$ cat src/hw/rv32_pkg.sv
package rv32_pkg;

    localparam int XLEN       = 32;
    localparam int REG_ADDR_W = 5;
    localparam int NUM_REGS   = 32;
    localparam int BYTE_EN_W  = 4;
    localparam logic [XLEN-1:0] RESET_PC = '0;

    localparam logic [6:0] OPC_LUI    = 7'b0110111;
    localparam logic [6:0] OPC_AUIPC  = 7'b0010111;
    localparam logic [6:0] OPC_JAL    = 7'b1101111;
    localparam logic [6:0] OPC_JALR   = 7'b1100111;
    localparam logic [6:0] OPC_BRANCH = 7'b1100011;
    localparam logic [6:0] OPC_LOAD   = 7'b0000011;
    localparam logic [6:0] OPC_STORE  = 7'b0100011;
    localparam logic [6:0] OPC_OPIMM  = 7'b0010011;
    localparam logic [6:0] OPC_OP     = 7'b0110011;

    localparam logic [6:0] F7_BASE   = 7'b0000000;
    localparam logic [6:0] F7_ALT    = 7'b0100000;   // sub, sra, srai
    localparam logic [6:0] F7_MULDIV = 7'b0000001;

    localparam int DIV_STEPS = 32;
    localparam int DIV_CNT_W = $clog2(DIV_STEPS);

    typedef enum logic [3:0] {
        ALU_ADD, ALU_SUB, ALU_AND, ALU_OR, ALU_XOR, ALU_SLL,
        ALU_SRL, ALU_SRA, ALU_SLT, ALU_SLTU, ALU_PASS_B
    } alu_op_e;

    typedef enum logic [1:0] {
        WB_ALU, WB_LOAD, WB_PC_PLUS_4, WB_DIV
    } wb_sel_e;

    typedef struct packed {
        logic [6:0] funct7;
        logic [4:0] rs2;
        logic [4:0] rs1;
        logic [2:0] funct3;
        logic [4:0] rd;
        logic [6:0] opcode;
    } r_fmt_t;

    typedef struct packed {
        logic [11:0] imm_11_0;
        logic [4:0]  rs1;
        logic [2:0]  funct3;
        logic [4:0]  rd;
        logic [6:0]  opcode;
    } i_fmt_t;

    typedef struct packed {
        logic [6:0] imm_11_5;
        logic [4:0] rs2;
        logic [4:0] rs1;
        logic [2:0] funct3;
        logic [4:0] imm_4_0;
        logic [6:0] opcode;
    } s_fmt_t;

    typedef struct packed {
        logic       imm_12;
        logic [5:0] imm_10_5;
        logic [4:0] rs2;
        logic [4:0] rs1;
        logic [2:0] funct3;
        logic [3:0] imm_4_1;
        logic       imm_11;
        logic [6:0] opcode;
    } b_fmt_t;

    typedef struct packed {
        logic [19:0] imm_31_12;
        logic [4:0]  rd;
        logic [6:0]  opcode;
    } u_fmt_t;

    typedef struct packed {
        logic       imm_20;
        logic [9:0] imm_10_1;
        logic       imm_11;
        logic [7:0] imm_19_12;
        logic [4:0] rd;
        logic [6:0] opcode;
    } j_fmt_t;

    typedef union packed {
        r_fmt_t r;
        i_fmt_t i;
        s_fmt_t s;
        b_fmt_t b;
        u_fmt_t u;
        j_fmt_t j;
    } inst_u;

endpackage

$ cat src/hw/rv32_decoder.sv
`timescale 1ns/1ps

module rv32_decoder (
    input  rv32_pkg::inst_u                     i_inst,
    output logic [rv32_pkg::REG_ADDR_W-1:0]     o_rs1,
    output logic [rv32_pkg::REG_ADDR_W-1:0]     o_rs2,
    output logic [rv32_pkg::REG_ADDR_W-1:0]     o_rd,
    output logic [rv32_pkg::XLEN-1:0]           o_imm,
    output rv32_pkg::alu_op_e                   o_alu_op,
    output logic                                o_use_imm,
    output logic                                o_use_pc,
    output logic                                o_branch,
    output logic                                o_jal,
    output logic                                o_jalr,
    output logic                                o_load,
    output logic                                o_store,
    output logic [1:0]                          o_mem_size,
    output logic                                o_mem_unsigned,
    output rv32_pkg::wb_sel_e                   o_wb_sel,
    output logic                                o_reg_we,
    output logic                                o_div,
    output logic                                o_div_signed,
    output logic                                o_div_rem
);
    import rv32_pkg::*;

    logic [6:0] opcode;
    logic [2:0] f3;
    logic [6:0] f7;

    // funct3 to alu operation, alt picks sub / sra
    function automatic alu_op_e f3_op(input logic [2:0] f, input logic alt);
        case (f)
            3'b000:  return alt ? ALU_SUB : ALU_ADD;
            3'b001:  return ALU_SLL;
            3'b010:  return ALU_SLT;
            3'b011:  return ALU_SLTU;
            3'b100:  return ALU_XOR;
            3'b101:  return alt ? ALU_SRA : ALU_SRL;
            3'b110:  return ALU_OR;
            default: return ALU_AND;
        endcase
    endfunction

    assign opcode = i_inst.r.opcode;
    assign f3     = i_inst.r.funct3;
    assign f7     = i_inst.r.funct7;
    assign o_rs1  = i_inst.r.rs1;
    assign o_rs2  = i_inst.r.rs2;
    assign o_rd   = i_inst.r.rd;
    assign o_mem_size     = f3[1:0];   // byte, half, word
    assign o_mem_unsigned = f3[2];     // lbu, lhu
    assign o_div_signed   = ~f3[0];    // div, rem
    assign o_div_rem      = f3[1];

    always_comb begin
        o_imm     = {{20{i_inst.i.imm_11_0[11]}}, i_inst.i.imm_11_0};
        o_alu_op  = ALU_ADD;
        o_use_imm = 1'b0;
        o_use_pc  = 1'b0;
        o_branch  = 1'b0;
        o_jal     = 1'b0;
        o_jalr    = 1'b0;
        o_load    = 1'b0;
        o_store   = 1'b0;
        o_wb_sel  = WB_ALU;
        o_reg_we  = 1'b0;
        o_div     = 1'b0;
        case (opcode)
            OPC_LUI, OPC_AUIPC: begin
                o_imm     = {i_inst.u.imm_31_12, 12'h000};
                o_use_imm = 1'b1;
                o_use_pc  = (opcode == OPC_AUIPC);
                o_alu_op  = (opcode == OPC_LUI) ? ALU_PASS_B : ALU_ADD;
                o_reg_we  = 1'b1;
            end
            OPC_JAL: begin
                o_imm    = {{11{i_inst.j.imm_20}}, i_inst.j.imm_20, i_inst.j.imm_19_12,
                            i_inst.j.imm_11, i_inst.j.imm_10_1, 1'b0};
                o_jal    = 1'b1;
                o_wb_sel = WB_PC_PLUS_4;
                o_reg_we = 1'b1;
            end
            OPC_JALR: begin
                o_jalr    = (f3 == 3'b000);
                o_use_imm = 1'b1;            // target from rs1 + imm
                o_wb_sel  = WB_PC_PLUS_4;
                o_reg_we  = (f3 == 3'b000);
            end
            OPC_BRANCH: begin
                o_imm    = {{19{i_inst.b.imm_12}}, i_inst.b.imm_12, i_inst.b.imm_11,
                            i_inst.b.imm_10_5, i_inst.b.imm_4_1, 1'b0};
                o_branch = (f3[2:1] != 2'b01);   // 010, 011 undefined
            end
            OPC_LOAD: begin
                o_use_imm = 1'b1;
                o_wb_sel  = WB_LOAD;
                o_load    = (f3 != 3'b011) && (f3[2:1] != 2'b11);
                o_reg_we  = o_load;
            end
            OPC_STORE: begin
                o_imm     = {{20{i_inst.s.imm_11_5[6]}}, i_inst.s.imm_11_5, i_inst.s.imm_4_0};
                o_use_imm = 1'b1;
                o_store   = ~f3[2] && (f3[1:0] != 2'b11);
            end
            OPC_OPIMM: begin
                o_use_imm = 1'b1;
                o_alu_op  = f3_op(f3, (f3 == 3'b101) && (f7 == F7_ALT));
                o_reg_we  = !((f3 == 3'b001) && (f7 != F7_BASE)) &&
                            !((f3 == 3'b101) && (f7 != F7_BASE) && (f7 != F7_ALT));
            end
            OPC_OP: begin
                o_alu_op = f3_op(f3, f7 == F7_ALT);
                if (f7 == F7_MULDIV) begin
                    o_div    = f3[2];            // multiply half not supported
                    o_wb_sel = WB_DIV;
                    o_reg_we = f3[2];
                end else begin
                    o_reg_we = (f7 == F7_BASE) ||
                               ((f7 == F7_ALT) && ((f3 == 3'b000) || (f3 == 3'b101)));
                end
            end
            default: ;
        endcase
    end

endmodule

$ cat src/hw/rv32_regfile.sv
`timescale 1ns/1ps

module rv32_regfile (
    input  logic                             clk,
    input  logic                             clrn,
    input  logic [rv32_pkg::REG_ADDR_W-1:0]  i_rs1,
    input  logic [rv32_pkg::REG_ADDR_W-1:0]  i_rs2,
    input  logic [rv32_pkg::REG_ADDR_W-1:0]  i_rd,
    input  logic                             i_we,
    input  logic [rv32_pkg::XLEN-1:0]        i_wdata,
    output logic [rv32_pkg::XLEN-1:0]        o_rdata1,
    output logic [rv32_pkg::XLEN-1:0]        o_rdata2
);
    import rv32_pkg::*;

    logic [XLEN-1:0] regs [1:NUM_REGS-1];   // x0 is not stored

    always_ff @(posedge clk or negedge clrn) begin
        if (!clrn) begin
            for (int k = 1; k < NUM_REGS; k++) begin
                regs[k] <= '0;
            end
        end else if (i_we && (i_rd != '0)) begin
            regs[i_rd] <= i_wdata;
        end
    end

    assign o_rdata1 = (i_rs1 == '0) ? '0 : regs[i_rs1];
    assign o_rdata2 = (i_rs2 == '0) ? '0 : regs[i_rs2];

endmodule

$ cat src/hw/rv32_alu.sv
`timescale 1ns/1ps

module rv32_alu (
    input  rv32_pkg::alu_op_e         i_op,
    input  logic [rv32_pkg::XLEN-1:0] i_a,
    input  logic [rv32_pkg::XLEN-1:0] i_b,
    input  logic [2:0]                i_funct3_branch,
    output logic [rv32_pkg::XLEN-1:0] o_result,
    output logic                      o_taken
);
    import rv32_pkg::*;

    logic [4:0] shamt;
    logic       signed_lt;
    logic       unsigned_lt;

    assign shamt       = i_b[4:0];
    assign signed_lt   = $signed(i_a) < $signed(i_b);
    assign unsigned_lt = i_a < i_b;

    always_comb begin
        case (i_op)
            ALU_ADD:    o_result = i_a + i_b;
            ALU_SUB:    o_result = i_a - i_b;
            ALU_AND:    o_result = i_a & i_b;
            ALU_OR:     o_result = i_a | i_b;
            ALU_XOR:    o_result = i_a ^ i_b;
            ALU_SLL:    o_result = i_a << shamt;
            ALU_SRL:    o_result = i_a >> shamt;
            ALU_SRA:    o_result = $signed(i_a) >>> shamt;
            ALU_SLT:    o_result = {{(XLEN-1){1'b0}}, signed_lt};
            ALU_SLTU:   o_result = {{(XLEN-1){1'b0}}, unsigned_lt};
            ALU_PASS_B: o_result = i_b;          // lui
            default:    o_result = i_a + i_b;
        endcase
    end

    // branch condition by funct3
    always_comb begin
        case (i_funct3_branch)
            3'b000:  o_taken = (i_a == i_b);    // beq
            3'b001:  o_taken = (i_a != i_b);    // bne
            3'b100:  o_taken = signed_lt;       // blt
            3'b101:  o_taken = ~signed_lt;      // bge
            3'b110:  o_taken = unsigned_lt;     // bltu
            3'b111:  o_taken = ~unsigned_lt;    // bgeu
            default: o_taken = 1'b0;
        endcase
    end

endmodule

$ cat src/hw/rv32_divider.sv
`timescale 1ns/1ps

module rv32_divider (
    input  logic                      clk,
    input  logic                      clrn,
    input  logic                      i_start,
    input  logic                      i_signed,
    input  logic                      i_rem,
    input  logic [rv32_pkg::XLEN-1:0] i_dividend,
    input  logic [rv32_pkg::XLEN-1:0] i_divisor,
    output logic                      o_busy,
    output logic [rv32_pkg::XLEN-1:0] o_result
);
    import rv32_pkg::*;

    logic                 busy;
    logic [DIV_CNT_W-1:0] step;
    logic [XLEN-1:0]      quo;       // dividend shifts out, quotient shifts in
    logic [XLEN-1:0]      rem;
    logic [XLEN-1:0]      dvs;       // divisor magnitude
    logic                 neg_q;
    logic                 neg_r;
    logic                 rem_sel;
    logic                 div_zero;
    logic                 a_neg;
    logic                 b_neg;
    logic [XLEN:0]        rem_shift;
    logic [XLEN:0]        diff;

    assign a_neg = i_signed & i_dividend[XLEN-1];
    assign b_neg = i_signed & i_divisor[XLEN-1];

    assign rem_shift = {rem, quo[XLEN-1]};
    assign diff      = rem_shift - {1'b0, dvs};

    always_ff @(posedge clk or negedge clrn) begin
        if (!clrn) begin
            busy <= 1'b0;
            step <= '0;
        end else if (i_start && !busy) begin
            busy <= 1'b1;
            step <= '0;
        end else if (busy) begin
            step <= step + 1'b1;
            if (step == DIV_CNT_W'(DIV_STEPS - 1)) begin
                busy <= 1'b0;                // result valid from here
            end
        end
    end

    always_ff @(posedge clk) begin
        if (i_start && !busy) begin
            quo      <= a_neg ? -i_dividend : i_dividend;
            dvs      <= b_neg ? -i_divisor : i_divisor;
            rem      <= '0;
            neg_q    <= a_neg ^ b_neg;
            neg_r    <= a_neg;
            rem_sel  <= i_rem;
            div_zero <= (i_divisor == '0);
        end else if (busy) begin
            if (diff[XLEN]) begin            // restore
                rem <= rem_shift[XLEN-1:0];
                quo <= {quo[XLEN-2:0], 1'b0};
            end else begin
                rem <= diff[XLEN-1:0];
                quo <= {quo[XLEN-2:0], 1'b1};
            end
        end
    end

    // sign fix-up, divide by zero gives all ones and the dividend back
    always_comb begin
        if (rem_sel) begin
            o_result = neg_r ? -rem : rem;
        end else if (div_zero) begin
            o_result = '1;
        end else begin
            o_result = neg_q ? -quo : quo;
        end
    end

    assign o_busy = busy;

endmodule

$ cat src/hw/rv32_lsu.sv
`timescale 1ns/1ps

module rv32_lsu (
    input  logic [rv32_pkg::XLEN-1:0]      i_addr,
    input  logic [rv32_pkg::XLEN-1:0]      i_store_data,
    input  logic [rv32_pkg::XLEN-1:0]      i_rdata,
    input  logic [1:0]                     i_mem_size,
    input  logic                           i_mem_unsigned,
    input  logic                           i_load,
    input  logic                           i_store,
    output logic [rv32_pkg::XLEN-1:0]      o_addr,
    output logic [rv32_pkg::XLEN-1:0]      o_wdata,
    output logic [rv32_pkg::BYTE_EN_W-1:0] o_wmem,
    output logic [rv32_pkg::XLEN-1:0]      o_load_data
);
    import rv32_pkg::*;

    logic [7:0]  lane_byte;
    logic [15:0] lane_half;

    assign lane_byte = i_rdata[8*i_addr[1:0] +: 8];
    assign lane_half = i_addr[1] ? i_rdata[31:16] : i_rdata[15:0];

    always_comb begin
        case (i_mem_size)
            2'b00: begin
                o_addr  = i_addr;
                o_wdata = {4{i_store_data[7:0]}};
                o_wmem  = BYTE_EN_W'(4'b0001 << i_addr[1:0]);
                o_load_data = {{24{lane_byte[7] & ~i_mem_unsigned}}, lane_byte};
            end
            2'b01: begin
                o_addr  = {i_addr[XLEN-1:1], 1'b0};
                o_wdata = {2{i_store_data[15:0]}};
                o_wmem  = i_addr[1] ? 4'b1100 : 4'b0011;
                o_load_data = {{16{lane_half[15] & ~i_mem_unsigned}}, lane_half};
            end
            default: begin
                o_addr  = {i_addr[XLEN-1:2], 2'b00};
                o_wdata = i_store_data;
                o_wmem  = 4'b1111;
                o_load_data = i_rdata;
            end
        endcase
        if (!i_store) begin
            o_wmem = '0;                     // no write outside stores
        end
        if (!i_load) begin
            o_load_data = '0;
        end
    end

endmodule

$ cat src/hw/rv32_core.sv
`timescale 1ns/1ps

module rv32_core (
    input  logic                           clk,
    input  logic                           clrn,
    input  logic [rv32_pkg::XLEN-1:0]      i_inst,
    input  logic [rv32_pkg::XLEN-1:0]      i_mem_rdata,
    output logic [rv32_pkg::XLEN-1:0]      o_pc,
    output logic [rv32_pkg::XLEN-1:0]      o_mem_addr,
    output logic [rv32_pkg::XLEN-1:0]      o_mem_wdata,
    output logic [rv32_pkg::BYTE_EN_W-1:0] o_wmem
);
    import rv32_pkg::*;

    logic [REG_ADDR_W-1:0] rs1, rs2, rd;
    logic [XLEN-1:0]       imm;
    alu_op_e               alu_op;
    wb_sel_e               wb_sel;
    logic                  use_imm, use_pc, branch, jal, jalr, load, store;
    logic [1:0]            mem_size;
    logic                  mem_unsigned, reg_we, div, div_signed, div_rem;
    logic [XLEN-1:0]       rdata1, rdata2, alu_a, alu_b, alu_result;
    logic                  taken;
    logic [XLEN-1:0]       div_result, load_data, wb_data;
    logic                  div_busy, div_run, div_start, div_fin, pc_hold;
    logic [XLEN-1:0]       pc, pc_plus_4, next_pc;

    rv32_decoder rv32_decoder_inst (
        .i_inst(i_inst), .o_rs1(rs1), .o_rs2(rs2), .o_rd(rd), .o_imm(imm),
        .o_alu_op(alu_op), .o_use_imm(use_imm), .o_use_pc(use_pc), .o_branch(branch),
        .o_jal(jal), .o_jalr(jalr), .o_load(load), .o_store(store),
        .o_mem_size(mem_size), .o_mem_unsigned(mem_unsigned), .o_wb_sel(wb_sel),
        .o_reg_we(reg_we), .o_div(div), .o_div_signed(div_signed), .o_div_rem(div_rem)
    );

    rv32_regfile rv32_regfile_inst (
        .clk(clk), .clrn(clrn), .i_rs1(rs1), .i_rs2(rs2), .i_rd(rd),
        .i_we(reg_we & (~div | div_fin)),   // divide writes only at the end
        .i_wdata(wb_data), .o_rdata1(rdata1), .o_rdata2(rdata2)
    );

    assign alu_a = use_pc ? pc : rdata1;    // auipc
    assign alu_b = use_imm ? imm : rdata2;

    rv32_alu rv32_alu_inst (
        .i_op(alu_op), .i_a(alu_a), .i_b(alu_b), .i_funct3_branch(i_inst[14:12]),
        .o_result(alu_result), .o_taken(taken)
    );

    rv32_divider rv32_divider_inst (
        .clk(clk), .clrn(clrn), .i_start(div_start), .i_signed(div_signed),
        .i_rem(div_rem), .i_dividend(rdata1), .i_divisor(rdata2),
        .o_busy(div_busy), .o_result(div_result)
    );

    rv32_lsu rv32_lsu_inst (
        .i_addr(alu_result), .i_store_data(rdata2), .i_rdata(i_mem_rdata),
        .i_mem_size(mem_size), .i_mem_unsigned(mem_unsigned), .i_load(load),
        .i_store(store & clrn),             // no store while in reset
        .o_addr(o_mem_addr), .o_wdata(o_mem_wdata), .o_wmem(o_wmem),
        .o_load_data(load_data)
    );

    // divide sequence is start, 32 steps, then write and advance
    assign div_start = div & ~div_run;
    assign div_fin   = div & div_run & ~div_busy;
    assign pc_hold   = div & ~div_fin;

    always_ff @(posedge clk or negedge clrn) begin
        if (!clrn) begin
            div_run <= 1'b0;
        end else if (div_start) begin
            div_run <= 1'b1;
        end else if (div_fin) begin
            div_run <= 1'b0;
        end
    end

    assign pc_plus_4 = pc + XLEN'(4);

    always_comb begin
        if (jalr) begin
            next_pc = {alu_result[XLEN-1:1], 1'b0};
        end else if (jal || (branch && taken)) begin
            next_pc = pc + imm;
        end else begin
            next_pc = pc_plus_4;
        end
    end

    always_ff @(posedge clk or negedge clrn) begin
        if (!clrn) begin
            pc <= RESET_PC;
        end else if (!pc_hold) begin
            pc <= next_pc;
        end
    end

    always_comb begin
        case (wb_sel)
            WB_LOAD:      wb_data = load_data;
            WB_PC_PLUS_4: wb_data = pc_plus_4;    // link value
            WB_DIV:       wb_data = div_result;
            default:      wb_data = alu_result;
        endcase
    end

    assign o_pc = pc;

endmodule

$ cat config.mk
export PLATFORM = sky130hd
export DESIGN_NAME = rv32_core
export DESIGN_NICKNAME = d
export VERILOG_FILES = /design/src/hw/rv32_pkg.sv /design/src/hw/rv32_decoder.sv /design/src/hw/rv32_regfile.sv /design/src/hw/rv32_alu.sv /design/src/hw/rv32_divider.sv /design/src/hw/rv32_lsu.sv /design/src/hw/rv32_core.sv
export SDC_FILE = /design/constraint.sdc
export NUM_CORES = 2
export LEC_CHECK = 0
export BUFFER_PORTS_ARGS = -buffer_cell sky130_fd_sc_hd__buf_4
export CAP_MARGIN = 40
export CORE_ASPECT_RATIO = 0.7
export CORE_MARGIN = 2
export CORE_UTILIZATION = 45
export CTS_CLUSTER_DIAMETER = 100
export DETAILED_ROUTE_END_ITERATION = 10
export GPL_ROUTABILITY_DRIVEN = 1
export RECOVER_POWER = 50
export SYNTH_ARGS = -nofsm -noshare
export SYNTH_HDL_FRONTEND = slang
export SYNTH_SLANG_ARGS = --single-unit
$ cat constraint.sdc
create_clock -name clk -period 7.6 [get_ports clk]
set_input_delay 0.38 -clock clk [delete_from_list [all_inputs] [get_ports clk]]
set_output_delay 0.38 -clock clk [all_outputs]
set_load 0.05 [all_outputs]
==> run summary <==
The top flip-flop cell by instance count after synthesis is dfrtp_1. During I/O placement, the number of pins put on the boundary was 166. The completed layout was analyzed and its total power is 18,800 uW.

The final critical-path share of the clock period works out to 98.9%. The first detailed-routing pass took 7 iterations. For this run, the post-layout net count is 8,321.

The cell sitting at the root of the clock tree is a clkbuf_16. The number of antenna violations at the first check in global routing is 30, and the register clock-pin slew on the reported worst setup and hold paths is 70 ps. The average via count per standard cell was 6.73. The met1 routing resource usage after global routing is 61.6%, and the number of enable-type register cells in the synthesized netlist is 68. The sequential cell area came out at 28,500 um2. The logs give 45.2% for the initial core utilization and 1,131 for the number of sinks on the clock net. For the pin with the worst max-slew slack, the measured transition is 3510 ps. The synthesized netlist occupies a cell area of 77,400 um2.

The worst setup path is launched from a register. Met3 usage: 14.2%. Fill cells in the final layout number 15.4k. The number of clock buffers added by TritonCTS is 116. The H-tree was split into 3 levels.

The region available for standard cell placement spans 171,000 um2. The largest individual stage delay along the critical path comes from the cell mux4_2. Data arrives at the worst endpoint at 7140 ps. Relative to the synthesized area, the layout overhead comes to 17.1%. At the worst endpoint, the required time is 7220 ps. Input and output buffers added on the ports amount to 165. The run finished, with violations left.

The clock latency of the later-clocked register in the worst-skew pair was 830 ps; the distinct cell type count of the synthesized netlist was 113. The routed via count came out at 70.4k. The largest total area in the synthesized netlist belongs to dfrtp_1. Count of routing violations after the opening detailed-route iteration: 10.1k. On the worst path, the slowest cell contributes a delay of 500 ps. A synthesized cell averages 10.1 um2. The detailed-route wire length per cell is 35.6 um, and the number of rows in the core area is 127. The async set-or-reset flop fraction in the synthesized netlist works out to 91.2%. The nature of the critical path endpoint is an output port. TritonCTS built the clock tree. The run gives 56.2% as the met2 track utilization from global routing. The switching power as a share of total power was 36.8%. Max-cap violations in this run came to 16. The sequential share of power is 36.1%. The final-report hold violation count is 0, and the overall die width is 500 um. The clock arrives with 68.1 ps of skew. Setup violations remaining at the end of the flow were counted as 0. Before CTS, the worst setup slack after placement is -492 ps. For the achievable frequency, the log shows 133 MHz. Register bit count reported by yosys: 1,131.

In the final layout, the multi-input gates occupy 45,700 um2. The maximum number of buffers from clock root to sink is 3. Across every metal layer, demand over resource in global routing totals 41.7%.

The internal power of the cells totals 11,900 uW. Once detailed placement completed, the half-perimeter wirelength came to 276,000 um. The run gives 0.000210 V as the maximum ir drop on the vdd rail. The analysis attributes to cell leakage a power of 0.0401 uW. The switching power was 6910 uW.

The most used cell along the critical path was buf_4. Once routing completed, OpenROAD measured the worst setup slack at 83.9 ps. Once detail routing completed, the nets flagged for antenna violations numbered 0.

In the post-synthesis netlist, the biggest area contributors are dfrtp_1 33%, mux4_2 11%, mux2_2 8.0%. Max-slew violation total from the final report: 1,004. The number of nets in the synthesized netlist is 7,886. The first global-routing pass estimated 523,000 um of wire. In the final layout, the share of cells above drive strength 1 is 27.7%. Cells fill 53.0% of the core in the end.

The biggest fanout along the worst timing path is 5. Via count of the first global-routing pass: 66.3k. Dividing total power by cell area gives a power density of 207 nW/um2. The checks that failed: capacitance limit, slew limit. The pin count of the biggest net entering global routing was 181; the fraction of synthesized cell area taken by the top area cell type was 33.3%.

The run gives 7,649 as the gate count after technology mapping. The fraction of the yosys area taken by sequential cells is 36.8%, and the number of remaining DRC errors is 0. For this run the aggregate overflow at the end of global routing stands at 0. The commonest cells after synthesis are 1,031 x dfrtp_1, 824 x nand2_1, 643 x o21ai_0.

The path class of the tightest hold or removal check is primary input to register. Cell with the most instances after synthesis: dfrtp_1. Proportion of power drawn by the clock network: 33.9%. Setup repair after global routing could not meet its margin everywhere.

Headroom to the max-slew limit came out at -134%. The die outline height is 351 um, and the portion of total power attributed to combinational logic is 30.0%. The detailed-route wire length was 372,000 um.

The critical path class was register to output port. The logs give 1.08 for the weighted congestion at the end of routability-driven global placement and 0 for the count of warnings emitted by yosys. The worst path needs 7520 ps of the cycle, external delays included.

The floorplan step defined a die boundary enclosing 175,000 um2. In this run the most used layer during global routing was met1.
[metrics by stage]
step           instances  cell area [um2]  hold slack, ps  TNS (ps)
5_1_grt            10447            90700            95.2     -25.4
3_3_place_gp       10169            85900             287   -132920
2_1_floorplan       7649            77500            84.4         0
4_1_cts            10437            90900            22.7         0
3_5_place_dp       10215            86600             286   -117070
6_report           10459            90700             127         0
[cells in the final DEF, fill, tap and decap left out, drive strengths merged, types with 58 or more instances in the layout]
master / count
a211oi: 75
a21o: 75
a21oi: 415
a221oi: 61
a22oi: 149
a31oi: 75
buf: 923
clkbuf: 211
dfrtp: 1031
edfxtp: 68
ha: 167
inv: 215
mux2: 548
mux2i: 441
mux4: 399
nand2: 824
nand3: 102
nor2: 466
nor3: 58
o211ai: 79
o21ai: 657
o22ai: 73
xnor2: 108
xor2: 118
[per-layer routing]
metal  wire length, um  part of all wire (%)
met1            162000                    44
met2            147000                    39
met3             46700                    13
met4             15900                   4.3
met5               181                 0.049
[cell families after synthesis]
family / share of synthesized area (%)
and+or+nand+nor: 10.3
buffers and inverters: 5.10
muxes: 25.3
xor gates and xnor gates: 2.56
DFF: 36.8
adders and majority gates: 2.80
AOI/OAI and AO/OA: 17.1
[final cells by class]
class                      count  share of cell area, %
antenna                       15                 0.0414
clock buffer                 150                   3.56
clock inverter                71                   1.04
inverter                     212                  0.877
multi-input combinational   5637                   50.4
sequential                  1131                   31.4
tap                         2257                   3.11
timing repair buffer         986                   9.56
[critical path, delay by kind of cell, from the launching register on]
family / cells / cell delay (ps)
xor+xnor: 1 / 100
mux: 2 / 980
flops: 1 / 390
simple gates: 6 / 870
fa+ha+maj: 2 / 580
compound gates: 8 / 2090
buf+inv: 9 / 1320
[sequential cells by signal, indices dropped and copies added (netlist names)]
register / flops
rv32_divider_inst.neg_r: 1
rv32_divider_inst.quo: 32
rv32_divider_inst.o_busy: 1
rv32_divider_inst.dvs: 32
rv32_divider_inst.step: 5
o_pc: 32
rv32_divider_inst.rem: 32
div_run: 1
rv32_divider_inst.div_zero: 1
rv32_divider_inst.rem_sel: 1
rv32_regfile_inst.regs: 992
rv32_divider_inst.neg_q: 1
[repair_timing]
| item | 4_1_cts | 5_1_grt |
|---|---|---|
| endpoints found under the setup margin | 125 | 15 |
| endpoints found under the hold margin | 115 | 0 |
| pin swaps | 4 | 3 |
| resized for setup | 14 | 18 |
| hold buffers | 2 | 0 |
| setup buffers | 1 | 4 |
[power by group through the flow]
| stage | registers (uW) | logic (uW) | clock network (uW) |
|---|---|---|---|
| after CTS | 6760 | 5510 | 6400 |
| after global placement | 6860 | 5470 | 0 |
| after floorplan | 6930 | 2800 | 0 |
| after global routing | 6790 | 5870 | 6650 |
| after detailed placement | 6870 | 5480 | 0 |
| final | 6780 | 5640 | 6360 |
[final timing paths]
path,from,endpoint,slack [ps],cells past startpoint
setup / recovery,rv32_regfile_inst.regs[96],o_wmem[1],80,28
min in group asynchronous,clrn,rv32_regfile_inst.regs[407],940,2
setup reg to reg,rv32_regfile_inst.regs[96],rv32_regfile_inst.regs[419],220,27
hold / removal,i_inst[9],rv32_regfile_inst.regs[806],130,3
max in group asynchronous,clrn,rv32_regfile_inst.regs[538],970,5
hold reg to reg,rv32_regfile_inst.regs[144],rv32_regfile_inst.regs[144],490,2
Power figures use the tool's default switching activity.
